--- config.mk ---
export PLATFORM = sky130hd
export DESIGN_NAME = mem_port_top
export DESIGN_NICKNAME = d
export VERILOG_FILES = /design/src/hdl/mem_pkg.sv /design/src/hdl/mem_req_if.sv /design/src/hdl/fetch_unit.sv /design/src/hdl/data_unit.sv /design/src/hdl/mem_arbiter.sv /design/src/hdl/mem_port_top.sv
export SDC_FILE = /design/constraint.sdc
export NUM_CORES = 1
export LEC_CHECK = 0
export BUFFER_PORTS_ARGS = -buffer_cell sky130_fd_sc_hd__buf_2
export CORE_AREA = 2 2 171 173
export CTS_CLUSTER_SIZE = 16
export DETAILED_ROUTE_END_ITERATION = 8
export DIE_AREA = 0 0 173 175
export HOLD_SLACK_MARGIN = 0.1
export REMOVE_ABC_BUFFERS = 1
export SYNTH_ARGS = -nofsm -noshare
export SYNTH_HDL_FRONTEND = slang
export SYNTH_SLANG_ARGS = --single-unit
--- constraint.sdc ---
create_clock -name clock -period 4.5 [get_ports clock]
set_clock_uncertainty 0.1 [all_clocks]
set_input_delay 0.225 -clock clock [delete_from_list [all_inputs] [get_ports clock]]
set_output_delay 0.225 -clock clock [all_outputs]
set_load 0.005 [all_outputs]
--- src/hdl/mem_pkg.sv ---
// shared bus widths, command and size encodings and fetch constants, referenced as mem_pkg::name
package mem_pkg;

    ////////////////////////////////////////
    // bus widths
    ////////////////////////////////////////

    // byte address width
    localparam int xlen = 32;

    // one memory block, also one fetch block
    localparam int block_bits = 64;

    // response and tag width, zero means no tag
    localparam int mem_tag_bits = 4;

    ////////////////////////////////////////
    // command and size encodings
    ////////////////////////////////////////

    // memory bus command
    typedef enum logic [1:0] {
        // idle bus
        bus_none  = 2'h0,
        // read one block, data comes back with the tag
        bus_load  = 2'h1,
        // write, done once the memory accepts it
        bus_store = 2'h2
    } bus_command_t;

    // access size, passed to memory as given by the requester
    typedef enum logic [1:0] {
        // 8 bits
        byte_size   = 2'h0,
        // 16 bits
        half_size   = 2'h1,
        // 32 bits
        word_size   = 2'h2,
        // 64 bits, always used for fetch
        double_size = 2'h3
    } mem_size_t;

    ////////////////////////////////////////
    // fetch constants
    ////////////////////////////////////////

    // first block fetched after reset
    localparam logic [xlen-1:0] fetch_reset_addr = 32'h0000_0000;

    // address step from one fetch block to the next
    localparam logic [xlen-1:0] block_bytes = 32'd8;

endpackage

--- src/hdl/mem_req_if.sv ---
// one requester's command path to the memory arbiter, with requester and arbiter modports
`timescale 1ns/10ps

interface mem_req_if (
    // sampling clock for checks on the arbiter side
    input logic clock
);

    // held by the requester until a nonzero response comes back
    mem_pkg::bus_command_t             command;
    logic [mem_pkg::xlen-1:0]          addr;
    logic [mem_pkg::block_bits-1:0]    wdata;
    mem_pkg::mem_size_t                size;

    // tag of the accepted command, zero while not granted or stalled
    logic [mem_pkg::mem_tag_bits-1:0]  response;

    // fetch or data side
    modport requester (
        output command,
        output addr,
        output wdata,
        output size,
        input  response
    );

    // arbiter side, sees the clock for its checks
    modport arbiter (
        input  clock,
        input  command,
        input  addr,
        input  wdata,
        input  size,
        output response
    );

endinterface

--- src/hdl/fetch_unit.sv ---
// sequential instruction block fetch with one tag in flight, instantiated by the memory port top
`timescale 1ns/10ps

module fetch_unit #(
    parameter int return_latency_max = 8
) (
    input  logic                               clock,
    input  logic                               reset,
    mem_req_if.requester                       req,
    input  logic [mem_pkg::mem_tag_bits-1:0]   mem_tag,
    input  logic [mem_pkg::block_bits-1:0]     mem_data,
    output logic                               fetch_valid,
    output logic [mem_pkg::xlen-1:0]           fetch_addr,
    output logic [mem_pkg::block_bits-1:0]     fetch_data
);

    localparam int wait_bits = $clog2(return_latency_max + 1);
    localparam logic [wait_bits-1:0] wait_limit = wait_bits'(return_latency_max);

    // address of the next block to request
    logic [mem_pkg::xlen-1:0]          next_addr_q;
    // address of the block in flight
    logic [mem_pkg::xlen-1:0]          block_addr_q;
    // tag handed out by memory on acceptance
    logic [mem_pkg::mem_tag_bits-1:0]  tag_q;
    // high while a request is on the bus, low while waiting for the tag
    logic                              requesting_q;
    // cycles since acceptance
    logic [wait_bits-1:0]              wait_q;

    logic accepted;
    logic tag_hit;

    ////////////////////////////////////////
    // request and return
    ////////////////////////////////////////

    // tag back for our block
    assign tag_hit = !requesting_q && (mem_tag != '0) && (mem_tag == tag_q);

    // command accepted under the response tag
    assign accepted = (req.command != mem_pkg::bus_none) && (req.response != '0);

    // next request leaves in the same cycle as the returning block
    assign req.command = (requesting_q || tag_hit) ? mem_pkg::bus_load : mem_pkg::bus_none;
    assign req.addr    = next_addr_q;
    assign req.wdata   = '0;
    assign req.size    = mem_pkg::double_size;

    // one cycle pulse per returned block
    assign fetch_valid = tag_hit;
    assign fetch_addr  = block_addr_q;
    assign fetch_data  = mem_data;

    always_ff @(posedge clock or posedge reset) begin
        if (reset) begin
            requesting_q <= 1'b1;
            next_addr_q  <= mem_pkg::fetch_reset_addr;
            tag_q        <= '0;
        end else if (accepted) begin
            // wait for this tag, step to the following block
            requesting_q <= 1'b0;
            tag_q        <= req.response;
            next_addr_q  <= next_addr_q + mem_pkg::block_bytes;
        end else if (tag_hit) begin
            // block back but the new request was not taken yet
            requesting_q <= 1'b1;
        end
    end

    // address of the block in flight
    always_ff @(posedge clock) begin
        if (accepted) begin
            block_addr_q <= next_addr_q;
        end
    end

    ////////////////////////////////////////
    // return latency check
    ////////////////////////////////////////

    always_ff @(posedge clock or posedge reset) begin
        if (reset) begin
            wait_q <= '0;
        end else if (accepted) begin
            wait_q <= wait_bits'(1);
        end else if (!requesting_q && !tag_hit && (wait_q < wait_limit)) begin
            wait_q <= wait_q + 1'b1;
        end
    end

    // tag must come back by the last allowed cycle
    a_fetch_tag_in_time: assert property (
        @(posedge clock) disable iff (reset)
        (!requesting_q && (wait_q == wait_limit)) |-> tag_hit
    ) else $error("fetch tag not returned within %0d cycles", return_latency_max);

endmodule

--- src/hdl/data_unit.sv ---
// single load or store handler with tag matching for load data inside the memory port top
`timescale 1ns/10ps

module data_unit #(
    parameter int return_latency_max = 8
) (
    input  logic                               clock,
    input  logic                               reset,
    input  mem_pkg::bus_command_t              data_command,
    input  logic [mem_pkg::xlen-1:0]           data_addr,
    input  logic [mem_pkg::block_bits-1:0]     data_wdata,
    input  mem_pkg::mem_size_t                 data_size,
    mem_req_if.requester                       req,
    input  logic [mem_pkg::mem_tag_bits-1:0]   mem_tag,
    input  logic [mem_pkg::block_bits-1:0]     mem_data,
    output logic                               data_ready,
    output logic                               load_valid,
    output logic [mem_pkg::block_bits-1:0]     load_data,
    output logic                               store_done
);

    localparam int wait_bits = $clog2(return_latency_max + 1);
    localparam logic [wait_bits-1:0] wait_limit = wait_bits'(return_latency_max);

    typedef enum logic [1:0] {
        st_idle,
        st_request,
        st_wait_load
    } state_t;

    state_t                            state_q;
    mem_pkg::bus_command_t             cmd_q;
    logic [mem_pkg::xlen-1:0]          addr_q;
    logic [mem_pkg::block_bits-1:0]    wdata_q;
    mem_pkg::mem_size_t                size_q;
    logic [mem_pkg::mem_tag_bits-1:0]  tag_q;
    logic [wait_bits-1:0]              wait_q;

    logic capture;
    logic accepted;
    logic load_hit;

    ////////////////////////////////////////
    // handshake
    ////////////////////////////////////////

    assign data_ready = (state_q == st_idle);
    assign capture    = data_ready && (data_command != mem_pkg::bus_none);
    assign accepted   = (state_q == st_request) && (req.response != '0);
    assign load_hit   = (state_q == st_wait_load) && (mem_tag != '0) && (mem_tag == tag_q);

    // operation shown to the arbiter from the cycle after capture
    assign req.command = (state_q == st_request) ? cmd_q : mem_pkg::bus_none;
    assign req.addr    = addr_q;
    assign req.wdata   = wdata_q;
    assign req.size    = size_q;

    // store is done once memory takes it
    assign store_done = accepted && (cmd_q == mem_pkg::bus_store);
    assign load_valid = load_hit;
    assign load_data  = mem_data;

    always_ff @(posedge clock or posedge reset) begin
        if (reset) begin
            state_q <= st_idle;
            cmd_q   <= mem_pkg::bus_none;
            tag_q   <= '0;
        end else begin
            case (state_q)
                st_idle: begin
                    if (capture) begin
                        state_q <= st_request;
                        cmd_q   <= data_command;
                    end
                end
                st_request: begin
                    if (accepted) begin
                        // loads wait for their tag
                        if (cmd_q == mem_pkg::bus_store) begin
                            state_q <= st_idle;
                        end else begin
                            state_q <= st_wait_load;
                            tag_q   <= req.response;
                        end
                    end
                end
                st_wait_load: begin
                    if (load_hit) begin
                        state_q <= st_idle;
                    end
                end
                default: begin
                    state_q <= st_idle;
                end
            endcase
        end
    end

    // captured operation fields
    always_ff @(posedge clock) begin
        if (capture) begin
            addr_q  <= data_addr;
            wdata_q <= data_wdata;
            size_q  <= data_size;
        end
    end

    ////////////////////////////////////////
    // checks
    ////////////////////////////////////////

    always_ff @(posedge clock or posedge reset) begin
        if (reset) begin
            wait_q <= '0;
        end else if (accepted) begin
            wait_q <= wait_bits'(1);
        end else if ((state_q == st_wait_load) && !load_hit && (wait_q < wait_limit)) begin
            wait_q <= wait_q + 1'b1;
        end
    end

    // a strobe that arrives while busy would be dropped
    a_no_capture_busy: assert property (
        @(posedge clock) disable iff (reset)
        !data_ready |-> (data_command == mem_pkg::bus_none)
    ) else $error("data strobe arrived while busy");

    // load tag bounded like fetch
    a_load_tag_in_time: assert property (
        @(posedge clock) disable iff (reset)
        ((state_q == st_wait_load) && (wait_q == wait_limit)) |-> load_hit
    ) else $error("load tag not returned within %0d cycles", return_latency_max);

endmodule

--- src/hdl/mem_arbiter.sv ---
// data-first arbiter driving the shared memory bus and routing the acceptance response
`timescale 1ns/10ps

module mem_arbiter (
    mem_req_if.arbiter                         fetch_req,
    mem_req_if.arbiter                         data_req,
    input  logic [mem_pkg::mem_tag_bits-1:0]   mem_response,
    output mem_pkg::bus_command_t              proc2mem_command,
    output logic [mem_pkg::xlen-1:0]           proc2mem_addr,
    output logic [mem_pkg::block_bits-1:0]     proc2mem_data,
    output mem_pkg::mem_size_t                 proc2mem_size
);

    // data side owns the bus whenever it asks
    logic data_grant;

    assign data_grant = (data_req.command != mem_pkg::bus_none);

    ////////////////////////////////////////
    // bus drive
    ////////////////////////////////////////

    always_comb begin
        if (data_grant) begin
            // size passes through unchanged
            proc2mem_command = data_req.command;
            proc2mem_addr    = data_req.addr;
            proc2mem_data    = data_req.wdata;
            proc2mem_size    = data_req.size;
        end else begin
            // fetch side presents bus_load at double_size or bus_none while waiting
            proc2mem_command = fetch_req.command;
            proc2mem_addr    = fetch_req.addr;
            proc2mem_data    = fetch_req.wdata;
            proc2mem_size    = fetch_req.size;
        end
    end

    ////////////////////////////////////////
    // response routing
    ////////////////////////////////////////

    // loser sees zero and keeps holding
    assign data_req.response  = data_grant ? mem_response : '0;
    assign fetch_req.response = data_grant ? '0 : mem_response;

    // a tag only comes back for a command that is on the bus
    a_resp_to_grant: assert property (
        @(posedge fetch_req.clock)
        (mem_response != '0) |-> (proc2mem_command != mem_pkg::bus_none)
    ) else $error("memory response with no command on the bus");

endmodule

--- src/hdl/mem_port_top.sv ---
// memory port top level, shares one memory bus between instruction fetch and data accesses
`timescale 1ns/10ps

module mem_port_top #(
    parameter int return_latency_max = 8
) (
    input  logic                               clock,
    input  logic                               reset,

    // data side strobes
    input  mem_pkg::bus_command_t              data_command,
    input  logic [mem_pkg::xlen-1:0]           data_addr,
    input  logic [mem_pkg::block_bits-1:0]     data_wdata,
    input  mem_pkg::mem_size_t                 data_size,

    // from memory
    input  logic [mem_pkg::mem_tag_bits-1:0]   mem_response,
    input  logic [mem_pkg::mem_tag_bits-1:0]   mem_tag,
    input  logic [mem_pkg::block_bits-1:0]     mem_data,

    // to memory
    output mem_pkg::bus_command_t              proc2mem_command,
    output logic [mem_pkg::xlen-1:0]           proc2mem_addr,
    output logic [mem_pkg::block_bits-1:0]     proc2mem_data,
    output mem_pkg::mem_size_t                 proc2mem_size,

    // data side results
    output logic                               data_ready,
    output logic                               load_valid,
    output logic                               store_done,
    output logic [mem_pkg::block_bits-1:0]     load_data,

    // fetch stream
    output logic                               fetch_valid,
    output logic [mem_pkg::block_bits-1:0]     fetch_data,
    output logic [mem_pkg::xlen-1:0]           fetch_addr
);

    ////////////////////////////////////////
    // requester paths
    ////////////////////////////////////////

    mem_req_if fetch_req (.clock(clock));
    mem_req_if data_req (.clock(clock));

    ////////////////////////////////////////
    // units
    ////////////////////////////////////////

    // returned tag and data fan out to both units
    fetch_unit #(
        .return_latency_max(return_latency_max)
    ) u_fetch (
        .clock       (clock),
        .reset       (reset),
        .req         (fetch_req.requester),
        .mem_tag     (mem_tag),
        .mem_data    (mem_data),
        .fetch_valid (fetch_valid),
        .fetch_addr  (fetch_addr),
        .fetch_data  (fetch_data)
    );

    data_unit #(
        .return_latency_max(return_latency_max)
    ) u_data (
        .clock        (clock),
        .reset        (reset),
        .data_command (data_command),
        .data_addr    (data_addr),
        .data_wdata   (data_wdata),
        .data_size    (data_size),
        .req          (data_req.requester),
        .mem_tag      (mem_tag),
        .mem_data     (mem_data),
        .data_ready   (data_ready),
        .load_valid   (load_valid),
        .load_data    (load_data),
        .store_done   (store_done)
    );

    mem_arbiter u_arbiter (
        .fetch_req        (fetch_req.arbiter),
        .data_req         (data_req.arbiter),
        .mem_response     (mem_response),
        .proc2mem_command (proc2mem_command),
        .proc2mem_addr    (proc2mem_addr),
        .proc2mem_data    (proc2mem_data),
        .proc2mem_size    (proc2mem_size)
    );

endmodule

# Word-level counts from Yosys, hierarchy flattened

Index checks and enable logic that the tools add are counted.
Widths: inputs -> output; s select.

Word-level logic and storage cells: 56
Input bits: 174
Flip-flop bits (word level): 175
Output and inout port bits: 264

Reduce and logical (&&, ||, !) cells: 21
Add/sub/neg operators: 1
Muxes and demuxes: 15
Equal/unequal tests: 8
Bitwise gates (word level): 1

Operator list:

| cell                  | number |
|---|---|
| $mux 64               | 1 |
| $add 32x4->32 const B | 1 |
| $mux 32               | 1 |
| $mux 2                | 7 |
| $reduce_bool 4->1     | 3 |
| $eq 4x4->1            | 2 |
| $logic_and 1x1->1     | 8 |
| $mux 4                | 2 |
| $reduce_bool 2->1     | 4 |
| $pmux 2 s3            | 1 |
| $reduce_and 3->1      | 2 |
| $eq 2x2->1 const B    | 2 |
| $ne 2x2->1 const B    | 2 |
| $mux 1                | 3 |
| $eq 2x1->1 const B    | 1 |
| $logic_not 2->1       | 1 |
| $ne 2x1->1 const B    | 1 |
| $reduce_and 2->1      | 1 |
| $logic_not 1->1       | 1 |
| $logic_or 1x1->1      | 1 |
| $not 1->1             | 1 |

# Logic depth before layout (Yosys ltp)

Depth in word-level cells: 8
Mapped depth: 9
Gate-level depth less buffers: 5

# By module

A second synthesis with hierarchy kept.

Cells, all modules: 649
Area total of the unflattened synthesis: 8894.8 sq um

By module, submodules not included:

| module      | cells an instance | instances | area an instance (sq um) | sequential area each (sq um) |
|---|---|---|---|---|
| data_unit   | 206               | 1         | 3870.0                   | 3143.0 |
| fetch_unit  | 321               | 1         | 3603.5                   | 1722.9 |
| mem_arbiter | 122               | 1         | 1421.4                   | 0.0 |

# Worst setup path after synthesis

OpenSTA, ideal clock, no wires.

Path type: flip-flop to flip-flop
From: reg u_data.state_q[0]
To: reg u_data.addr_q (netlist bit u_data.req.addr[0]), enable pin
Cell stages (with the launch flop): 3
Data required time: 3935 ps
Setup time: 465 ps
Buffers on the path: 0
Period minus slack after synthesis: 3448 ps
Setup slack: 1052 ps
Arrival time: 2883 ps
Path through: dfrtp_1 nor2_1 o21a_1

Cells in the longest elaborated chain, start to end: 2

Ends and longest elaborated chain:

| item                     | RTL line           | RTL |
|---|---|---|
| start: declaration       | data_unit.sv:31    | `state_t state_q;` |
| start signal: assignment | data_unit.sv:65    | `state_q <= st_idle;` |
| start signal: assignment | data_unit.sv:72    | `state_q <= st_request;` |
| start signal: assignment | data_unit.sv:80    | `state_q <= st_idle;` |
| $logic_not 2->1          | data_unit.sv:47    | `assign data_ready = (state_q == st_idle);` |
| net data_ready           | mem_port_top.sv:28 | `output logic data_ready,` |
| $logic_and 1x1->1        | data_unit.sv:48    | `assign capture = data_ready && (data_command != mem_pkg::bus_none);` |
| net u_data.capture       | data_unit.sv:39    | `logic capture;` |
| end signal: assignment   | data_unit.sv:102   | `addr_q <= data_addr;` |
| end: declaration         | data_unit.sv:33    | `logic [mem_pkg::xlen-1:0] addr_q;` |

The timed path passes the listed nets, and every way through them passes these cells.
A chain may end at the register's enable or synchronous reset.

# Final worst setup path

From: reg u_data.cmd_q[0]
To: out proc2mem_addr[28] in the netlist's numbering

Cells in the longest elaborated chain, start to end: 3

Ends and longest elaborated chain:

| item                     | RTL line           | RTL |
|---|---|---|
| start: declaration       | data_unit.sv:32    | `mem_pkg::bus_command_t cmd_q;` |
| start signal: assignment | data_unit.sv:66    | `cmd_q <= mem_pkg::bus_none;` |
| start signal: assignment | data_unit.sv:73    | `cmd_q <= data_command;` |
| $mux 2                   | data_unit.sv:53    | `assign req.command = (state_q == st_request) ? cmd_q : mem_pkg::bus_none;` |
| $reduce_bool 2->1        | mem_arbiter.sv:17  | `assign data_grant = (data_req.command != mem_pkg::bus_none);` |
| $mux 32                  | mem_arbiter.sv:24  | `if (data_grant) begin` |
| end: declaration         | mem_port_top.sv:23 | `output logic [mem_pkg::xlen-1:0] proc2mem_addr,` |

Every way passes these cells.

==> results_dict.tcl <==
set metrics [dict create \
    synthMuxAreaShare_pct 0.143 \
    clock_sinks 169 \
    die_h_um 175 \
    p_leak_uw 0.00469 \
    hp-class "input port to register" \
    p_int_uw 3530 \
    syn_inst 653 \
    period_share_pct 80.2 \
    postCtsHoldBufs 106 \
    synth_compound_area_share_pct 1.61 \
    clockRootBuffer "clkbuf_16" \
    grt_pass1_vias 5921 \
    hold_viol_final 0 \
    pwr_density_cell_nw_per_um2 531 \
    start_util_pct 27.7 \
    cp.required_ps 4180 \
    die_area_um2 30300 \
    synth_top_family_by_area "simple AND/OR/NAND/NOR gates" \
    hold_path_depth 5 \
    cts.clk_slew.worst_paths_ps 70 \
    pwr-share-clk_pct 27.2 \
    synth_warnings 0 \
    io_pins 438 \
    portBuffers 242 \
    tightest_slew_ps 1080 \
    rsz0062_at_grt "false" \
    die_w_um 173 \
    grt_max_degree 75 \
    grt_use_total_pct 19.8 \
    dp_hpwl_mm 21.4 \
    area_growth_pct 29.2 \
    crit_top_cell "nand2_1" \
    htree_levels 4 \
    synth_xor_area_share_pct 3.90 \
    rows 62 \
    dp.cells 1125 \
    worst-path-max-fanout 69 \
    slew_headroom_pct 28.0 \
    critPathArrivalTime_ps 3280 \
    core_region_area_um2 28400 \
    grt-ovfl-total 0 \
    wl_mm 29.7 \
    viasPerCell 4.57 \
    period_minus_slack_ps 3610 \
    dr.pass1.iters 6 \
    yosysSeqAreaShare_pct 62.0 \
    postCtsResizedCells 0 \
    vias 5776 \
    cp-end-kind "primary output" \
    ys_ff_latch 169 \
    clockBufferDepth 2 \
    route.detailed.wl_per_inst_um 23.5 \
    synth_area_um2 7850 \
    drive_gt1_share_pct 34.8 \
    fin_nets 1041 \
    combPwrFrac_pct 29.8 \
    setup_ws_ps 893 \
    p_seq_share_pct 43.0 \
    grt_pass1_wl_mm 42.8 \
    avgSynthCellArea_um2 12.0 \
    max_stage_delay_ps 860 \
    status "finished clean" \
    cpMaxStageDelayCell "or2_2" \
    maxCapViolations 0 \
    fmax_mhz 277 \
    swShare_pct 34.6 \
    clkLatencyLatePin_ps 430 \
    synth_cell_types 38 \
    cts_inserted_buffers 17 \
    path_cells "or2_2, nand2_1, buf_4, nand2_1, nand2_1, buf_2" \
    drv_slew 0 \
    finalSetupViolCount 0 \
    fin_area_um2 10100 \
    drc 0 \
    post-place-ws_ps 1220 \
    first_iter_violations 442 \
    cts_tree "built" \
    gp_congestion 0.756 \
    layout_common_cells "242 x buf_2, 127 x edfxtp_1, 113 x nand2_1" \
    yosys.area_share.simple_pct 17.5 \
    post_cts_buffers 0 \
    synth-adder-area-share_pct 0.159 \
    p_switching_uw 1860 \
    ant_nets 0 \
    path_class "register to primary output" \
    start_kind "register" \
    place_area_um2 8490 \
    fin_cells 1264 \
    reg2regPathDepth 4 \
    final_common_cell "buf_2" \
    antenna_found_initial 1 \
    peakVddDrop_mv 0.313 \
]
routing by layer:
layer | vias up | GRT usage (%) | wire, um
met1 | 2722 | 24.8 | 12900
li1 | 2549 | - | -
met2 | 466 | 25.0 | 11100
met4 | 11 | 4.31 | 313
met5 | - | 10.4 | 330
met3 | 28 | 15.8 | 5140
registers in the layout, summed over array words and instances (netlist names):
signal and count:
u_data.cmd_q 2, u_data.req.addr 32, u_data.req.size 2, u_data.req.wdata 64, u_data.state_q 2, u_data.tag_q 4, u_fetch.fetch_addr 29, u_fetch.req.addr 29
u_fetch.requesting_q 1, u_fetch.tag_q 4
power by group through the flow:
stage	clock [uW]	combinational [uW]	sequential, uW
after floorplan	0	766	2320
after global placement	0	1530	2330
after detailed placement	0	1540	2350
after CTS	1510	1630	2320
after global routing	1570	1790	2360
final	1460	1610	2320
metrics by stage:
stage / hold WS, ps / utilization (%) / total power [uW] / setup TNS, ps
after floorplan: 224 / - / 3090 / -7710
after global placement: 302 / 29.9 / 3870 / 0
after detailed placement: 303 / 29.9 / 3890 / 0
after CTS: 210 / 35.7 / 5460 / 0
after global routing: 282 / 35.7 / 5730 / 0
final: 217 / 35.7 / 5390 / 0
kinds of logic (layout without fill, tap and decap cells):
logic type | Yosys count | after routing
other | 1 | 4
AO/OA/AOI/OAI | 18 | 18
XOR/XNOR | 35 | 35
adder cells (fa/ha/maj) | 1 | 1
flip-flops | 169 | 169
multiplexers | 1 | 1
AND/OR/NAND/NOR | 262 | 262
buffers and inverters | 166 | 390
synth_stat cells:
cell      count  share of area (%)
mux2_2        1               0.14
or4_1         1              0.096
or2_1         1              0.080
a21oi_4       1               0.21
ha_1          1               0.16
dfrtp_1      41                 13
nor3_1        6               0.38
a21oi_1       2               0.13
buf_6         4               0.57
clkbuf_1     23                1.1
edfxtp_1    127                 49
nor4_1        5               0.40
o21a_1        1              0.096
nor4b_1       1               0.11
nor3_2       10                1.3
dfstp_2       1               0.33
or3_1         3               0.24
buf_4       132                 13
a32o_1        2               0.25
a31oi_2       1               0.16
and2_1        1              0.080
and3_1       70                5.6
nand2b_1      4               0.32
xor2_1       30                3.3
buf_2         3               0.19
nand3_1      13               0.83
nor4_2        6               0.96
nor3b_1       1              0.096
or2_2         1              0.080
nand2_1     113                5.4
o211a_1       1               0.13
o21ai_0      10               0.64
nor2_1       16               0.76
nand4_1       9               0.72
inv_1         4               0.19
xnor2_1       5               0.56
conb_1        1              0.048
nor2b_1       1              0.080
layout make-up:
type | count | area, um^2
Timing Repair Buffer | 354 | 2320
Inverter | 4 | 15.0
Tap cell | 384 | 480
Multi-Input combinational cell | 320 | 1870
Clock inverter | 14 | 151
Sequential cell | 169 | 4870
Fill cell | 2791 | 18200
Antenna cell | 1 | 2.50
Clock buffer | 18 | 439
path summary, 6_finish.rpt:
| path | from | endpoint | slack, ps |
|---|---|---|---|
| worst min-delay path | mem_tag[3] | u_data.state_q[1]$_DFFE_PP0P_ | 220 |
| worst max-delay path | u_data.cmd_q[0]$_DFFE_PP0P_ | proc2mem_addr[28] | 890 |
| worst max register to register | u_data.cmd_q[0]$_DFFE_PP0P_ | u_fetch.tag_q[3]$_DFFE_PP0P_ | 1720 |
| min in group asynchronous | reset | u_fetch.req.addr[10]$_DFFE_PP0P_ | 460 |
| max in group asynchronous | reset | u_fetch.req.addr[5]$_DFFE_PP0P_ | 3250 |
| worst min register to register | u_fetch.req.addr[11]$_DFFE_PP0P_ | u_fetch.fetch_addr[11]$_DFFE_PP_ | 390 |
worst max-delay path: cells and delay by family (launching register included):
family	cells	cell delay, ps
buffers and inverters	2	560
flip-flops	1	470
AND/OR/NAND/NOR	4	1820
Note: power is estimated with default switching activity, not from simulation.
